`src/rtl/cpuPkg.sv`:
```
package cpuPkg;

    localparam int DataWidth = 32;
    localparam int RegCount = 16;
    localparam int RegSelWidth = 4;
    localparam int OpcodeWidth = 5;
    localparam int ConstWidth = 19;

    // Anything outside this list decodes as HALT
    typedef enum logic [OpcodeWidth-1:0] {
        opLdi  = 5'd1,
        opAdd  = 5'd3,
        opSub  = 5'd4,
        opAnd  = 5'd5,
        opOr   = 5'd6,
        opHalt = 5'd27
    } opcodeT;

    typedef union packed {
        struct packed {
            opcodeT                 opcode;
            logic [RegSelWidth-1:0] ra;      // Destination
            logic [RegSelWidth-1:0] rb;      // First source, goes to Y
            logic [RegSelWidth-1:0] rc;      // Second source
            logic [14:0]            unused;
        } rFormat;
        struct packed {
            opcodeT                 opcode;
            logic [RegSelWidth-1:0] ra;
            logic [RegSelWidth-1:0] rb;      // Base register, R0 reads as zero
            logic [ConstWidth-1:0]  c;       // Signed constant
        } iFormat;
    } instrWordT;

    typedef enum logic [2:0] {
        aluAdd = 3'd0,
        aluSub = 3'd1,
        aluAnd = 3'd2,
        aluOr  = 3'd3,
        aluInc = 3'd4
    } aluOpT;

endpackage
```
`src/rtl/cpuTop.sv`:
```
`timescale 1ns/1ps
module cpuTop #(
    parameter int MemAddrWidth = 6
) (
    input  logic                               clock,
    input  logic                               rstN,
    input  logic                               run,
    input  logic                               loadEn,
    input  logic [MemAddrWidth-1:0]            loadAddr,
    input  logic [cpuPkg::DataWidth-1:0]       loadData,
    input  logic [cpuPkg::RegSelWidth-1:0]     dbgSel,
    output logic                               halted,
    output logic [MemAddrWidth-1:0]            pc,
    output logic [cpuPkg::DataWidth-1:0]       dbgData
);
    logic                         pcOut;
    logic                         marIn;
    logic                         incPc;
    logic                         zlowIn;
    logic                         zlowOut;
    logic                         pcIn;
    logic                         read;
    logic                         mdrIn;
    logic                         mdrOut;
    logic                         irIn;
    logic                         grA;
    logic                         grB;
    logic                         grC;
    logic                         baOut;
    logic                         rOut;
    logic                         yIn;
    logic                         rIn;
    logic                         cSignOut;
    cpuPkg::aluOpT                aluOp;
    cpuPkg::instrWordT            ir;
    logic [MemAddrWidth-1:0]      mar;
    logic [cpuPkg::DataWidth-1:0] memData;

    // Strobes fan out from the sequencer, memory sits between MAR and MDR
    controlSequencer sequencerInst (.*);

    dataPath #(
        .MemAddrWidth (MemAddrWidth)
    ) dataPathInst (.*);

    programMemory #(
        .MemAddrWidth (MemAddrWidth)
    ) memoryInst (.*);

endmodule

```
`src/rtl/programMemory.sv`:
```
`timescale 1ns/1ps
module programMemory #(
    parameter int MemAddrWidth = 6
) (
    input  logic                         clock,
    input  logic                         loadEn,
    input  logic [MemAddrWidth-1:0]      loadAddr,
    input  logic [cpuPkg::DataWidth-1:0] loadData,
    input  logic [MemAddrWidth-1:0]      mar,
    input  logic                         read,
    output logic [cpuPkg::DataWidth-1:0] memData
);
    logic [cpuPkg::DataWidth-1:0] mem [2**MemAddrWidth];

    always_ff @(posedge clock) begin
        if (loadEn) begin
            mem[loadAddr] <= loadData;       // Program load from outside
        end
    end

    assign memData = read ? mem[mar] : '0;   // Combinational read at MAR

    // Loading is only legal while the CPU is stopped
    noLoadWhileRun: assert property (@(posedge clock) !(loadEn && read));

endmodule

```
`src/rtl/dataPath.sv`:
```
`timescale 1ns/1ps
module dataPath #(
    parameter int MemAddrWidth = 6
) (
    input  logic                               clock,
    input  logic                               rstN,
    input  logic                               pcOut,
    input  logic                               marIn,
    input  logic                               incPc,
    input  logic                               zlowIn,
    input  logic                               zlowOut,
    input  logic                               pcIn,
    input  logic                               read,
    input  logic                               mdrIn,
    input  logic                               mdrOut,
    input  logic                               irIn,
    input  logic                               grA,
    input  logic                               grB,
    input  logic                               grC,
    input  logic                               baOut,
    input  logic                               rOut,
    input  logic                               yIn,
    input  logic                               rIn,
    input  logic                               cSignOut,
    input  cpuPkg::aluOpT                      aluOp,
    input  logic [cpuPkg::DataWidth-1:0]       memData,
    input  logic [cpuPkg::RegSelWidth-1:0]     dbgSel,
    output cpuPkg::instrWordT                  ir,
    output logic [MemAddrWidth-1:0]            mar,
    output logic [MemAddrWidth-1:0]            pc,
    output logic [cpuPkg::DataWidth-1:0]       dbgData
);
    logic [cpuPkg::DataWidth-1:0] bus;
    logic [cpuPkg::DataWidth-1:0] pcReg;
    logic [MemAddrWidth-1:0]      marReg;
    logic [cpuPkg::DataWidth-1:0] mdrReg;
    cpuPkg::instrWordT            irReg;
    logic [cpuPkg::DataWidth-1:0] yReg;
    logic [cpuPkg::DataWidth-1:0] zReg;
    logic [cpuPkg::DataWidth-1:0] regOut;
    logic [cpuPkg::DataWidth-1:0] cSign;
    logic [cpuPkg::DataWidth-1:0] aluResult;
    cpuPkg::aluOpT                aluSel;

    assign cSign = {
        {(cpuPkg::DataWidth - cpuPkg::ConstWidth){irReg.iFormat.c[cpuPkg::ConstWidth-1]}},
        irReg.iFormat.c
    };

    // Bus reads zero when no strobe drives it
    always_comb begin
        bus = '0;
        if (pcOut) begin
            bus = pcReg;
        end else if (zlowOut) begin
            bus = zReg;
        end else if (mdrOut) begin
            bus = mdrReg;
        end else if (baOut || rOut) begin
            bus = regOut;
        end else if (cSignOut) begin
            bus = cSign;
        end
    end

    assign aluSel = incPc ? cpuPkg::aluInc : aluOp;

    always_ff @(posedge clock) begin
        if (!rstN) begin
            pcReg <= '0;
            marReg <= '0;
            irReg <= '0;
            yReg <= '0;
            zReg <= '0;
        end else begin
            if (pcIn) pcReg <= bus;
            if (marIn) marReg <= bus[MemAddrWidth-1:0];
            if (irIn) irReg <= bus;
            if (yIn) yReg <= bus;
            if (zlowIn) zReg <= aluResult;
        end
    end

    always_ff @(posedge clock) begin
        if (mdrIn) begin
            mdrReg <= read ? memData : bus;   // Memory side during fetch
        end
    end

    registerFile regFileInst (
        .clock   (clock),
        .grA     (grA),
        .grB     (grB),
        .grC     (grC),
        .baOut   (baOut),
        .rIn     (rIn),
        .ir      (irReg),
        .busIn   (bus),
        .dbgSel  (dbgSel),
        .regOut  (regOut),
        .dbgData (dbgData)
    );

    aluUnit aluInst (
        .aluOp  (aluSel),
        .yVal   (yReg),
        .busIn  (bus),
        .result (aluResult)
    );

    assign ir = irReg;
    assign mar = marReg;
    assign pc = pcReg[MemAddrWidth-1:0];

endmodule

```
`src/rtl/controlSequencer.sv`:
```
`timescale 1ns/1ps
module controlSequencer (
    input  logic              clock,
    input  logic              rstN,
    input  logic              run,
    input  cpuPkg::instrWordT ir,
    output logic              pcOut,
    output logic              marIn,
    output logic              incPc,
    output logic              zlowIn,
    output logic              zlowOut,
    output logic              pcIn,
    output logic              read,
    output logic              mdrIn,
    output logic              mdrOut,
    output logic              irIn,
    output logic              grA,
    output logic              grB,
    output logic              grC,
    output logic              baOut,
    output logic              rOut,
    output logic              yIn,
    output logic              rIn,
    output logic              cSignOut,
    output cpuPkg::aluOpT     aluOp,
    output logic              halted
);
    localparam logic [2:0] T0 = 3'd0;
    localparam logic [2:0] T1 = 3'd1;
    localparam logic [2:0] T2 = 3'd2;
    localparam logic [2:0] T3 = 3'd3;
    localparam logic [2:0] T4 = 3'd4;
    localparam logic [2:0] T5 = 3'd5;

    localparam int StrobeCount = 18;
    localparam int pcOutBit = 0;
    localparam int marInBit = 1;
    localparam int incPcBit = 2;
    localparam int zlowInBit = 3;
    localparam int zlowOutBit = 4;
    localparam int pcInBit = 5;
    localparam int readBit = 6;
    localparam int mdrInBit = 7;
    localparam int mdrOutBit = 8;
    localparam int irInBit = 9;
    localparam int grABit = 10;
    localparam int grBBit = 11;
    localparam int grCBit = 12;
    localparam int baOutBit = 13;
    localparam int rOutBit = 14;
    localparam int yInBit = 15;
    localparam int rInBit = 16;
    localparam int cSignOutBit = 17;

    logic [2:0]             tState;      // Step whose strobes are on the outputs
    logic                   active;      // Low while idle, paused or halted
    logic [2:0]             issueState;
    logic                   stopNow;
    logic                   issue;
    logic                   isLdi;
    logic                   isAluOp;
    cpuPkg::aluOpT          opAlu;
    cpuPkg::aluOpT          aluD;
    logic [StrobeCount-1:0] strobeD;
    logic [StrobeCount-1:0] strobeQ;

    always_comb begin
        isAluOp = 1'b1;
        opAlu = cpuPkg::aluAdd;
        case (ir.rFormat.opcode)
            cpuPkg::opAdd: opAlu = cpuPkg::aluAdd;
            cpuPkg::opSub: opAlu = cpuPkg::aluSub;
            cpuPkg::opAnd: opAlu = cpuPkg::aluAnd;
            cpuPkg::opOr:  opAlu = cpuPkg::aluOr;
            default:       isAluOp = 1'b0;
        endcase
    end

    assign isLdi = (ir.rFormat.opcode == cpuPkg::opLdi);

    // IR is valid from T3 on, so HALT is caught while T3 is showing
    assign issueState = (active && tState != T5) ? tState + 3'd1 : T0;
    assign stopNow = active && (tState == T3) && !isAluOp && !isLdi;
    assign issue = !halted && !stopNow && (issueState != T0 || run);

    always_comb begin
        strobeD = '0;
        aluD = cpuPkg::aluAdd;
        case (issueState)
            T0: begin
                strobeD[pcOutBit] = 1'b1;
                strobeD[marInBit] = 1'b1;
                strobeD[incPcBit] = 1'b1;
                strobeD[zlowInBit] = 1'b1;
            end
            T1: begin
                strobeD[zlowOutBit] = 1'b1;
                strobeD[pcInBit] = 1'b1;
                strobeD[readBit] = 1'b1;
                strobeD[mdrInBit] = 1'b1;
            end
            T2: begin
                strobeD[mdrOutBit] = 1'b1;
                strobeD[irInBit] = 1'b1;
            end
            T3: begin
                strobeD[grBBit] = 1'b1;
                strobeD[baOutBit] = 1'b1;
                strobeD[yInBit] = 1'b1;
            end
            T4: begin
                strobeD[zlowInBit] = 1'b1;
                if (isAluOp) begin
                    strobeD[grCBit] = 1'b1;
                    strobeD[rOutBit] = 1'b1;
                    aluD = opAlu;
                end else begin
                    strobeD[cSignOutBit] = 1'b1;   // LDI adds C to Y
                end
            end
            T5: begin
                strobeD[zlowOutBit] = 1'b1;
                strobeD[grABit] = 1'b1;
                strobeD[rInBit] = 1'b1;
            end
            default: strobeD = '0;
        endcase
    end

    always_ff @(posedge clock) begin
        if (!rstN) begin
            tState <= T0;
            active <= 1'b0;
            halted <= 1'b0;
            strobeQ <= '0;
            aluOp <= cpuPkg::aluAdd;
        end else begin
            active <= issue;
            strobeQ <= issue ? strobeD : '0;
            aluOp <= aluD;
            if (stopNow) begin
                halted <= 1'b1;                   // Held in T3 until reset
            end
            if (issue) begin
                tState <= issueState;
            end else if (!stopNow && !halted) begin
                tState <= T0;                     // Paused waiting for run
            end
        end
    end

    assign pcOut = strobeQ[pcOutBit];
    assign marIn = strobeQ[marInBit];
    assign incPc = strobeQ[incPcBit];
    assign zlowIn = strobeQ[zlowInBit];
    assign zlowOut = strobeQ[zlowOutBit];
    assign pcIn = strobeQ[pcInBit];
    assign read = strobeQ[readBit];
    assign mdrIn = strobeQ[mdrInBit];
    assign mdrOut = strobeQ[mdrOutBit];
    assign irIn = strobeQ[irInBit];
    assign grA = strobeQ[grABit];
    assign grB = strobeQ[grBBit];
    assign grC = strobeQ[grCBit];
    assign baOut = strobeQ[baOutBit];
    assign rOut = strobeQ[rOutBit];
    assign yIn = strobeQ[yInBit];
    assign rIn = strobeQ[rInBit];
    assign cSignOut = strobeQ[cSignOutBit];

    busOneDriver: assert property (@(posedge clock) disable iff (!rstN)
        $onehot0({pcOut, zlowOut, mdrOut, baOut, rOut, cSignOut}));

    haltSticky: assert property (@(posedge clock) disable iff (!rstN)
        halted |=> halted);

endmodule

```
`src/rtl/registerFile.sv`:
```
`timescale 1ns/1ps
module registerFile (
    input  logic                               clock,
    input  logic                               grA,
    input  logic                               grB,
    input  logic                               grC,
    input  logic                               baOut,
    input  logic                               rIn,
    input  cpuPkg::instrWordT                  ir,
    input  logic [cpuPkg::DataWidth-1:0]       busIn,
    input  logic [cpuPkg::RegSelWidth-1:0]     dbgSel,
    output logic [cpuPkg::DataWidth-1:0]       regOut,
    output logic [cpuPkg::DataWidth-1:0]       dbgData
);
    logic [cpuPkg::DataWidth-1:0]   regs [cpuPkg::RegCount];
    logic [cpuPkg::RegSelWidth-1:0] sel;

    // Field select from IR, Gra wins over Grb over Grc
    always_comb begin
        if (grA) begin
            sel = ir.rFormat.ra;
        end else if (grB) begin
            sel = ir.rFormat.rb;
        end else begin
            sel = ir.rFormat.rc;
        end
    end

    always_ff @(posedge clock) begin
        if (rIn) begin
            regs[sel] <= busIn;
        end
    end

    assign regOut = (baOut && sel == '0) ? '0 : regs[sel];   // Base rule for R0
    assign dbgData = regs[dbgSel];

    // A register port in use needs exactly one field select
    oneSelect: assert property (@(posedge clock)
        (rIn || baOut) |-> $onehot({grA, grB, grC}));

endmodule

```
`src/rtl/aluUnit.sv`:
```
`timescale 1ns/1ps
module aluUnit (
    input  cpuPkg::aluOpT                aluOp,
    input  logic [cpuPkg::DataWidth-1:0] yVal,
    input  logic [cpuPkg::DataWidth-1:0] busIn,
    output logic [cpuPkg::DataWidth-1:0] result
);
    always_comb begin
        case (aluOp)
            cpuPkg::aluAdd: begin
                result = yVal + busIn;       // Wraps at 32 bits
            end
            cpuPkg::aluSub: begin
                result = yVal - busIn;
            end
            cpuPkg::aluAnd: begin
                result = yVal & busIn;
            end
            cpuPkg::aluOr: begin
                result = yVal | busIn;
            end
            cpuPkg::aluInc: begin
                result = busIn + 1'b1;       // PC step, Y not involved
            end
            default: begin
                result = '0;
            end
        endcase
    end

endmodule

```
`config.mk`:
```
export PLATFORM = sky130hd
export DESIGN_NAME = cpuTop
export DESIGN_NICKNAME = d
export VERILOG_FILES = /design/src/rtl/cpuPkg.sv /design/src/rtl/cpuTop.sv /design/src/rtl/programMemory.sv /design/src/rtl/dataPath.sv /design/src/rtl/controlSequencer.sv /design/src/rtl/registerFile.sv /design/src/rtl/aluUnit.sv
export SDC_FILE = /design/constraint.sdc
export NUM_CORES = 2
export LEC_CHECK = 0
export ABC_CLOCK_PERIOD_IN_PS = 17000
export BUFFER_PORTS_ARGS = -buffer_cell sky130_fd_sc_hd__buf_4
export CORE_MARGIN = 2
export CORE_UTILIZATION = 60
export CTS_CLUSTER_SIZE = 14
export DETAILED_ROUTE_END_ITERATION = 7
export PLACE_DENSITY = 0.77
export RECOVER_POWER = 50
export SYNTH_ARGS = -nofsm -noshare
export SYNTH_HDL_FRONTEND = slang
export SYNTH_SLANG_ARGS = --single-unit
```
`constraint.sdc`:
```
create_clock -name clock -period 17 [get_ports clock]
set_clock_uncertainty 0.1 [all_clocks]
set_input_delay 2.55 -clock clock [delete_from_list [all_inputs] [get_ports clock]]
set_output_delay 2.55 -clock clock [all_outputs]
set_load 0.005 [all_outputs]
```
==> metrics.md <==
| Metric | Value |
|---|---|
| Library cell occupying the most area in the post-synthesis netlist | `sky130_fd_sc_hd__edfxtp_1` |
| Asr flop ratio synth | `0%` |
| # nets final | `5782` |
| Num rows | `159` |
| Overall global routing resource usage | `30.9%` |
| Via count | `58900` |
| Share of the clock period used by the worst path | `51.9%` |
| Synth top cells by count | `sky130_fd_sc_hd__edfxtp_1 (2592), sky130_fd_sc_hd__mux4_2 (985), sky130_fd_sc_hd__nor2_1 (291)` |
| Top cells by area, synth | `sky130_fd_sc_hd__edfxtp_1 (69%), sky130_fd_sc_hd__mux4_2 (20%), sky130_fd_sc_hd__dfxtp_1 (2.8%)` |
| Worst-margin pin slew | `3.55 ns` |
| Synth Warn # | `0` |
| Wire length of the first global-routing pass | `426000 um` |
| Post-synth design cell area | `113000 um^2` |
| Antenna violations before repair | `21` |
| Critical path start-end classification | `reg2reg` |
| Arrival @ worst endpoint | `9.56 ns` |
| Number of flops mapped to enable cells by yosys | `2592` |
| Worst reg2reg startpoint | `sequencerInst.strobeQ[10]$_SDFF_PN0_` |
| Number of DRC markers after the initial detailed-route iteration | `8188` |
| Final Max Slew Viols | `2920` |
| Violated checks | `design-rule violations, max-capacitance violations, max-slew violations` |
| Number of clock sinks | `2748` |
| Upper clock frequency limit | `113 MHz` |
| Total of endpoints with negative setup slack in the final report | `0` |
| Gate count of the mapped netlist | `5427` |
| Number of port buffers | `84` |
| Number of buffers inserted during clock tree synthesis | `287` |
| Die Area | `192000 um^2` |
| Layout Area Growth over Synthesis | `11.2%` |
| Detail-routed via count per cell | `7.08` |
| Largest driver fanout on the critical path | `46` |
| Nets in the synthesized netlist | `5604` |
| Count of max-cap constraint violations | `67` |
| Drt first pass iters | `8` |
| Count of unique library cells instantiated by Yosys | `77` |
| Worst setup path startpoint | `sequencerInst.strobeQ[10]$_SDFF_PN0_` |
| Worst setup path endpoint | `dataPathInst.zReg[31]$_SDFFE_PN0P_` |
| Critical Path Sink Type | `flip-flop` |
| Core Area | `188000 um^2` |
| Most common flop cell mapped by yosys | `sky130_fd_sc_hd__edfxtp_1` |
| Number of I/O pins | `85` |
| IR Drop Worst-Case VDD | `142 uV` |
| Clock Tree Root | `sky130_fd_sc_hd__clkbuf_16` |
| Destination of the worst register-to-register timing path | `dataPathInst.zReg[31]$_SDFFE_PN0P_` |
| Final hold violation count | `0` |
| Post-CTS clock slew at the launch and capture registers of the worst setup and hold paths | `0.06 ns` |
| Outcome | `finished with violations` |
| Register area share after synthesis | `71.5%` |
| PostCTS Resize Cnt | `0` |
| Clock tree buffer depth | `4` |
| Syn avg cell area | `20.9 um^2` |
| Initial standard-cell utilization of the core | `60.3%` |
| Total Routed Length | `293000 um` |
| CTS H-tree depth | `5` |
| Final core area utilization | `67.1%` |
| Most repeated cell in the gate-level netlist after synthesis | `sky130_fd_sc_hd__edfxtp_1` |
| Fraction of layout cells with a size suffix above 1 | `28.3%` |
| Headroom to the max-slew limit | `-136%` |
| Worst-skew pair later-pin latency | `0.93 ns` |
| Synth Register Bits | `2748` |
| Chip Height | `439 um` |
| Min-Delay Startpoint | `dataPathInst.pcReg[19]$_SDFFE_PN0P_` |
| Post-CTS Setup Bufs | `0` |
| Drt wl/cell | `35.2 um` |
| Total grt overflow | `0` |
| HPWL Detailed | `152000 um` |
| Startpoint type of the worst setup path | `flip-flop` |
| Worst reg2reg path depth | `18` |
| R2R setup slack | `8.17 ns` |
| Leakage power total | `0.0390 uW` |
| Final weighted congestion in routability-driven placement | `0.908` |
| Time the final worst path needs with I/O delays and setup | `8.83 ns` |
| Pin count of the biggest net entering global routing | `134` |
| Share of the synthesized area in the top cell type | `68.7%` |
| Die Span X | `439 um` |
| Data required time of the worst path | `17.73 ns` |
| Worst hold path class | `reg2reg` |
| Number of antenna-violating nets in the routed design | `0` |
| DRC violation count after routing | `15` |
| Final setup TNS | `0 ns` |
| TritonCTS clock tree | `yes` |
| RSZ-0062 raised after global routing | `false` |
| CTS Hold Bufs | `0` |
| Vias in the first global route | `60500` |
| Power per cell area | `112 nW/um^2` |
[cells by family after synthesis]
family                     count (synthesis)  synth area share [%]
AOI/OAI and AO/OA                        487                  3.09
adders and majority gates                131                  1.46
buffers and inverters                    429                  1.52
muxes                                   1018                  19.9
xor gates and xnor gates                  50                 0.387
DFF                                     2748                  71.5
and+or+nand+nor                          564                  2.20
[routing by layer]
| metal | part of all wire, % | track usage (%) | vias to the layer above | routed length [um] |
|---|---|---|---|---|
| met2 | 50 | 51.2 | 4108 | 148000 |
| met5 | 0.023 | 0 | - | 66 |
| li1 | - | - | 23200 | - |
| met3 | 11 | 6.65 | 742 | 31500 |
| met1 | 35 | 40.9 | 30800 | 102000 |
| met4 | 4.0 | 11.1 | 10 | 11600 |
[critical path, stage by stage (launching register included)]
cell and delay [ns]:
sky130_fd_sc_hd__dfxtp_1 0.65, sky130_fd_sc_hd__o21a_4 0.75, sky130_fd_sc_hd__buf_4 0.79, sky130_fd_sc_hd__buf_4 0.83, sky130_fd_sc_hd__mux4_2 0.63, sky130_fd_sc_hd__mux4_2 0.53, sky130_fd_sc_hd__a221oi_2 0.53, sky130_fd_sc_hd__inv_1 0.40
sky130_fd_sc_hd__ha_1 0.55, sky130_fd_sc_hd__and2_1 0.20, sky130_fd_sc_hd__nand4_1 0.12, sky130_fd_sc_hd__or4b_1 0.55, sky130_fd_sc_hd__a31oi_1 0.60, sky130_fd_sc_hd__a31oi_1 0.25, sky130_fd_sc_hd__a21oi_1 0.25, sky130_fd_sc_hd__a31o_2 0.19
sky130_fd_sc_hd__a21oi_1 0.07, sky130_fd_sc_hd__or4_1 0.51, sky130_fd_sc_hd__nand3_1 0.10
[power by group]
group	switching [uW]	leakage [uW]	internal (uW)	total, uW
clock network	2540	0.00434	3520	6060
logic	367	0.00999	214	581
registers	32.7	0.0247	7460	7490
total	2940	0.0390	11200	14100
[placed cells by master (no fill, tap or decap), types with 35 or more instances in the layout]
cell and count:
sky130_fd_sc_hd__clkinv_1 70, sky130_fd_sc_hd__buf_4 152, sky130_fd_sc_hd__a21oi_1 97, sky130_fd_sc_hd__o21ai_0 106, sky130_fd_sc_hd__clkinv_2 39, sky130_fd_sc_hd__nor2_4 51
sky130_fd_sc_hd__mux4_2 985, sky130_fd_sc_hd__clkbuf_16 295, sky130_fd_sc_hd__nor3_1 39, sky130_fd_sc_hd__nor2_1 239, sky130_fd_sc_hd__inv_1 100, sky130_fd_sc_hd__edfxtp_1 2592
sky130_fd_sc_hd__dfxtp_1 146, sky130_fd_sc_hd__xnor2_1 35, sky130_fd_sc_hd__clkbuf_1 113, sky130_fd_sc_hd__a211oi_1 87, sky130_fd_sc_hd__nand2_1 110, sky130_fd_sc_hd__ha_1 129
[area by class of cell]
| type | count | area (um^2) |
|---|---|---|
| antenna | 6 | 15.0 |
| clock buffer | 352 | 7620 |
| clock inverter | 143 | 1240 |
| fill | 11400 | 61800 |
| inverter | 101 | 380 |
| multi-input combinational | 2250 | 31100 |
| sequential | 2748 | 81000 |
| tap | 2495 | 3120 |
| timing repair buffer | 217 | 1490 |
[how the worst min path moves through the flow]
stage | endpoint | cells after the start
6_report | dataPathInst.pcReg[19]$_SDFFE_PN0P_ | 2
3_3_place_gp | dataPathInst.pcReg[19]$_SDFFE_PN0P_ | 2
5_1_grt | dataPathInst.pcReg[21]$_SDFFE_PN0P_ | 2
4_1_cts | dataPathInst.pcReg[19]$_SDFFE_PN0P_ | 2
2_1_floorplan | dataPathInst.zReg[0]$_SDFFE_PN0P_ | 2
3_5_place_dp | dataPathInst.pcReg[19]$_SDFFE_PN0P_ | 2
[flip-flops by register name, summed over array words and instances, names as in the netlist, named ones only]
signal	flops
memoryInst.mem	2048
dataPathInst.regFileInst.regs	512
dataPathInst.ir	32
dataPathInst.mdrReg	32
dataPathInst.pcReg	32
dataPathInst.yReg	32
dataPathInst.zReg	32
sequencerInst.strobeQ	9
dataPathInst.mar	6
sequencerInst.tState	3
sequencerInst.aluOp	2
sequencerInst.active	1
sequencerInst.halted	1
[stage by stage]
stage | power, uW | setup WS [ns] | instances | area, um^2 | hold slack, ns
after floorplan | 7960 | 9.73 | 5427 | 113000 | 0.346
after global placement | 8170 | 8.47 | 7811 | 117000 | 0.356
after detailed placement | 8190 | 8.34 | 7811 | 117000 | 0.365
after CTS | 14200 | 8.17 | 8306 | 126000 | 0.372
after global routing | 14500 | 7.61 | 8310 | 126000 | 0.387
final | 14100 | 8.17 | 8312 | 126000 | 0.368
No activity file was read; power rests on OpenSTA's default activity.
